**src/csb_pkg.sv**
```systemverilog
`default_nettype none

package csb_pkg;

	// ----------------------------------------
	// operation encoding
	// ----------------------------------------
	typedef enum logic [2:0] {
		OP_CONV3   = 3'd0,	// 3x3 convolution
		OP_CONV1   = 3'd1,	// 1x1 convolution
		OP_MAXPOOL = 3'd2,
		OP_AVEPOOL = 3'd3
	} op_type_t;

	// ----------------------------------------
	// command word, msb first
	// ----------------------------------------
	typedef struct packed {
		op_type_t    op_type;			// bits 31:29
		logic [15:0] op_num;			// data words after the command
		logic [12:0] writeback_addr;	// result location, bits 12:0
	} cmd_t;

endpackage

`default_nettype wire

```
**src/csb.sv**
```systemverilog
`timescale 1ns/1ps
`default_nettype none

module csb
	import csb_pkg::*;
(
	input  logic        okClk,
	input  logic        rst,
	input  logic        csb_reset,
	input  logic        op_en,
	input  cmd_t        cmd,
	input  logic        cmd_empty,
	input  logic        data_we,
	output logic        cmd_rd,
	output op_type_t    op_type,
	output logic [15:0] op_num,
	output logic [12:0] writeback_addr,
	output logic        op_run,
	output logic        irq
);

	logic [15:0] word_cnt;	// data words seen in this operation
	logic [15:0] cnt_next;
	logic        op_done;

	// ----------------------------------------
	// command pop
	// ----------------------------------------
	assign cmd_rd = op_en & ~op_run & ~cmd_empty;	// idle with a command waiting

	// ----------------------------------------
	// decode, fields held until the next pop
	// ----------------------------------------
	always_ff @(posedge okClk) begin
		if (cmd_rd) begin
			op_type        <= cmd.op_type;
			op_num         <= cmd.op_num;
			writeback_addr <= cmd.writeback_addr;
		end
	end

	// ----------------------------------------
	// run tracking and interrupt
	// ----------------------------------------
	assign cnt_next = word_cnt + {15'd0, data_we};
	assign op_done  = op_run & (cnt_next >= op_num);	// zero length ends at once

	always_ff @(posedge okClk) begin
		if (rst | csb_reset) begin
			op_run   <= 1'b0;
			irq      <= 1'b0;
			word_cnt <= '0;
		end else begin
			irq <= op_done;	// single cycle pulse
			if (cmd_rd) begin
				op_run   <= 1'b1;
				// the word behind the command may land in the pop cycle
				word_cnt <= {15'd0, data_we};
			end else if (op_done) begin
				op_run <= 1'b0;
			end else if (op_run) begin
				word_cnt <= cnt_next;
			end
		end
	end

	a_cnt_in_range: assert property (@(posedge okClk) disable iff (rst || csb_reset)
		op_run |-> (word_cnt <= op_num))
		else $error("csb: more data words than the command announced");

endmodule

`default_nettype wire

```
**config.mk**
```make
export PLATFORM = sky130hd
export DESIGN_NAME = csb
export DESIGN_NICKNAME = d
export VERILOG_FILES = /design/src/csb_pkg.sv /design/src/csb.sv
export SDC_FILE = /design/constraint.sdc
export NUM_CORES = 1
export LEC_CHECK = 0
export BUFFER_PORTS_ARGS = -buffer_cell sky130_fd_sc_hd__buf_2
export CAP_MARGIN = 5
export CORE_ASPECT_RATIO = 1.25
export CORE_MARGIN = 10
export CORE_UTILIZATION = 39
export CTS_BUF_LIST = sky130_fd_sc_hd__clkbuf_4
export DETAILED_ROUTE_END_ITERATION = 16
export GPL_TIMING_DRIVEN = 0
export REMOVE_ABC_BUFFERS = 1
export SLEW_MARGIN = 20
export SYNTH_ARGS = -nofsm -noshare
export SYNTH_HDL_FRONTEND = slang
export SYNTH_SLANG_ARGS = --single-unit
```
**constraint.sdc**
```tcl
create_clock -name okClk -period 3.8 [get_ports okClk]
set_input_delay 0 -clock okClk [delete_from_list [all_inputs] [get_ports okClk]]
set_output_delay 0 -clock okClk [all_outputs]
set_load 0.01 [all_outputs]
```
# Yosys cells after proc, flatten, opt, wreduce, memory -nomap -nowiden
# Cells that the tools add are included.
# Widths: inputs -> output; s select.
# totals
output_inout_bits,35
register_bits,50
inputBits,38
elab_cells,27
# op_classes
addsub,1
mux,5
n_lt_le_gt_ge,1
bitwise_logic,7
n_eq_ne,1
reduce_logical,5
# op_table
op,n
$add 16x1->16,1
$ge 16x16->1,1
$mux 1,5
$reduce_and 2->1,2
$reduce_bool 2->1,2
$and 1x1->1,3
$not 1->1,3
$ne 2x2->1 const B,1
$reduce_or 2->1,1
$or 1x1->1,1

# Depth between registers and ports, before layout
# logic_depth
word_depth,5
mapped_depth,13
depth_no_buf,12

# Worst setup path before layout
# No wires, ideal clock.
# synth_timing
path_type,register to register
from,reg word_cnt[0]
to,reg word_cnt[0]
required_ps,3726
path_stages_with_launch,13
period_less_slack_ps,3125
setup_time_ps,74
t_arrival_ps,3051
n_path_buf,0
setup_slack_ps,675
path_cell_list,dfxtp_1 ha_1 ha_1 nand3_1 nor2_1 nand4_1 xnor2_1 ha_1 nand4_2 or4_4 a31o_4 a311o_1 a31oi_1
# synth_via
elab_chain_cells,5
word_cells_on_any_way,8
cone_classes,add/sub (1); order compare (1); eq/ne (1); mux (3); bitwise (1); reduce/logical (1)
# synth_lines
item,line_no,source
"start, declared",csb.sv:22,logic [15:0] word_cnt;
"start signal, assigned",csb.sv:58,"word_cnt <= {15'd0, data_we};"
"start signal, assigned",csb.sv:62,word_cnt <= cnt_next;
$add 16x1->16,csb.sv:45,"assign cnt_next = word_cnt + {15'd0, data_we};"
net cnt_next[14],csb.sv:23,logic [15:0] cnt_next;
$ge 16x16->1,csb.sv:46,assign op_done = op_run & (cnt_next >= op_num);
$and 1x1->1,csb.sv:46,
$ne 2x2->1 (no line),--,
$reduce_and 2->1 (no line),--,
# The timed path passes the listed nets, and every way through them passes these cells. The select of a mux whose other input is x is not followed.
# A chain may end at the register's enable or synchronous reset.

# Worst setup path after layout
# Same ends and word-level chain as after synthesis.

==> reports/metrics.yaml <==
status: "finished clean"
fin_nets: 395
report.final.slew_viol_count: 0
die_w_um: 92.0
post_drt_wl_per_cell_um: 14.7
comb_power_share: 0.110
first_iter_violations: 94
cts_sinks: 50
clk_pin_slew_worst_paths_ns: 0.14
yosysUniqueCellTypes: 36
critPathBufInv: 0
switching_power_uw: 238
crit_fanout: 8
hold_viol_final: 0
cts_tree: "done"
min_path_type: "primary input to register"
rsz0062_at_grt: "false"
synth-seq-cells: 50
start_util: 0.404
swShare: 0.230
grt_max_degree: 18
relSlewSlack: 0.321
p_seq_frac: 0.581
crit_arrival_ns: 3.79
area_delta_synth_final_pct: 36.4
cellPowerDensity_mw_per_mm2: 301
cts_buffers: 5
synth-main-ff-cell: "edfxtp_1"
ir_drop_uv: 232
synth_edf_count: 32
first_global_vias: 2283
htree_levels: 2
worst_slew_pin_slew_ns: 1.02
synthesis.area_mm2: 0.00252
setup_viol: 0
required_ns: 4.10
detail-route-antenna-nets: 0
ys_warn_count: 0
drive_gt1_frac: 0.271
yosys-top-cells-count: "32 x edfxtp_1, 27 x nand2_1, 21 x inv_1"
io_buffers: 72
core_mm2: 0.00625
leakage_uw: 0.00142
dr.pass1.iters: 4
cp-end-kind: "register"
crit_top_cell: "ha_1"
synth.area.top_cells: "edfxtp_1 38%, dfxtp_1 14%, ha_1 8.9%, mux2i_1 5.6%, xnor2_1 4.2%"
max_freq_mhz: 286
vias_per_cell: 4.95
routed_wl_um: 6250
placed_cells: 383
syn_avg_cell_area_um2: 11.0
drc: 0
clockBufferDepth: 2
yosysTopAreaCellShare: 0.381
syn_inst: 230
clkPwrFrac: 0.308
worstPathCellList: "ha_1 > ha_1 > nand3_1 > nor2_2 > nand4_1 > xnor2_1 > ha_1 > nand4_2 > or4_4 > a31o_4 > a311o_1 > a31oi_1"
crit_path_max_incr_delay_ns: 0.62
die_h_um: 110
crit_slowest_cell: "or4_4"
grt.total_usage: 0.127
diodes: 0
fill_cells: 570
vias: 2105
fin_util: 0.551
final_cells: 425
dp_hpwl_um: 4320
finalCritPeriodShare: 0.921
die_area_mm2: 0.0101
yosysSeqAreaShare: 0.524
synth_most_common_cell: "edfxtp_1"
critical-path-top-delay-family: "simple AND/OR/NAND/NOR gates"
whs_ns: 0.0960
grt_first_pass_wirelength_um: 10700
cap_violations: 0
internal-power_uw: 797
async_flop_share: 0
final.min_clock_period_ns: 3.50
root_buffer: "clkbuf_4"
crit_type: "register to register"
clk_latency_ns: 0.37
ios: 73
rows: 32
gp_congestion: 0.787
antenna_found_initial: 0
post-synth-top-area-cell: "edfxtp_1"
startpoint_type: "register"
skew_ns: 0.0148
grt-ovfl-total: 0
## logic make-up after synthesis
family | Yosys count | synth area share
fa+ha+maj | 18 | 0.0892
flops | 50 | 0.524
buf+inv | 29 | 0.0446
xor+xnor | 14 | 0.0486
mux | 14 | 0.0555
compound gates | 21 | 0.0595
simple gates | 84 | 0.179
## worst reg2reg max path, delay by kind of cell, from the launching register on
family | cells | cell delay, ns
flops | 1 | 0.35
xor+xnor | 1 | 0.18
fa+ha+maj | 3 | 0.71
simple gates | 5 | 1.47
compound gates | 3 | 0.72
## metrics by stage
| stage | total power, µW | instance area [µm²] | TNS [ns] | setup slack, ns |
|---|---|---|---|---|
| 3_5_place_dp | 701 | 3010 | -0.302 | -0.0447 |
| 2_1_floorplan | 654 | 2490 | -31.89 | -1.32 |
| 3_3_place_gp | 697 | 2960 | -115.31 | -3.58 |
| 5_1_grt | 1080 | 3440 | 0 | 0.0630 |
| 6_report | 1040 | 3440 | 0 | 0.301 |
| 4_1_cts | 1050 | 3440 | 0 | 0.129 |
## power by group through the flow
stage | sequential (µW) | clock [µW] | combinational, µW
2_1_floorplan | 623 | 0 | 31.0
3_3_place_gp | 615 | 0 | 81.9
3_5_place_dp | 614 | 0 | 87.6
4_1_cts | 602 | 329 | 115
5_1_grt | 604 | 349 | 128
6_report | 602 | 319 | 114
## cell usage in the layout, fill, tap and decap left out, types with 4 or more instances in the layout
cell | synthesis | routed
buf_2 | 0 | 72
mux2i_1 | 14 | 14
clkbuf_4 | 0 | 5
nor2_1 | 5 | 4
nand3_1 | 6 | 6
edfxtp_1 | 32 | 32
dlygate4sd3_1 | 0 | 34
nor4_1 | 11 | 11
a21oi_1 | 6 | 6
xnor2_1 | 12 | 12
dfxtp_1 | 18 | 18
ha_1 | 18 | 18
nand2_1 | 27 | 27
nand4_1 | 9 | 9
inv_1 | 21 | 21
and2_1 | 5 | 5
or3_1 | 13 | 13
## sequential cells by signal (all words and copies together), names as in the netlist
signal and flops:
op_num 16, word_cnt 16, writeback_addr 13, op_type 3
irq 1, op_run 1
## cell type report
class | count | area [µm²] | share of cell area
Clock inverter | 3 | 43.8 | 0.0127
Tap cell | 85 | 106 | 0.0309
Clock buffer | 5 | 37.5 | 0.0109
Inverter | 21 | 78.8 | 0.0229
Sequential cell | 50 | 1320 | 0.384
Timing Repair Buffer | 110 | 738 | 0.214
Multi-Input combinational cell | 151 | 1120 | 0.324
## metal layers
layer / GRT usage / vias to the layer above / wire length [µm] / share of wire
met4: 0.0298 / 0 / 57 / 0.0091
met3: 0.0573 / 5 / 606 / 0.097
met5: 0 / - / 0 / 0
met1: 0.145 / 978 / 2600 / 0.42
met2: 0.213 / 67 / 2980 / 0.48
li1: - / 1055 / - / -
## path summary, 6_finish.rpt
| kind | slack, ns | cells after the start | endpoint | startpoint |
|---|---|---|---|---|
| setup / recovery | 0.30 | 12 | word_cnt[0] | word_cnt[0] |
| setup reg to reg | 0.30 | 12 | word_cnt[0] | word_cnt[0] |
| hold reg to reg | 0.49 | 2 | word_cnt[5] | word_cnt[5] |
| hold / removal | 0.1 | 3 | word_cnt[0] | rst |
## repair_timing
item | 4_1_cts | 5_1_grt
setup buffers | 0 | 0
setup endpoints to repair | 12 | 13
gates resized for setup | 1 | 2
hold buffers | 34 | 0
hold endpoints to repair | 35 | 0
No activity file was read; power rests on OpenSTA's default activity.
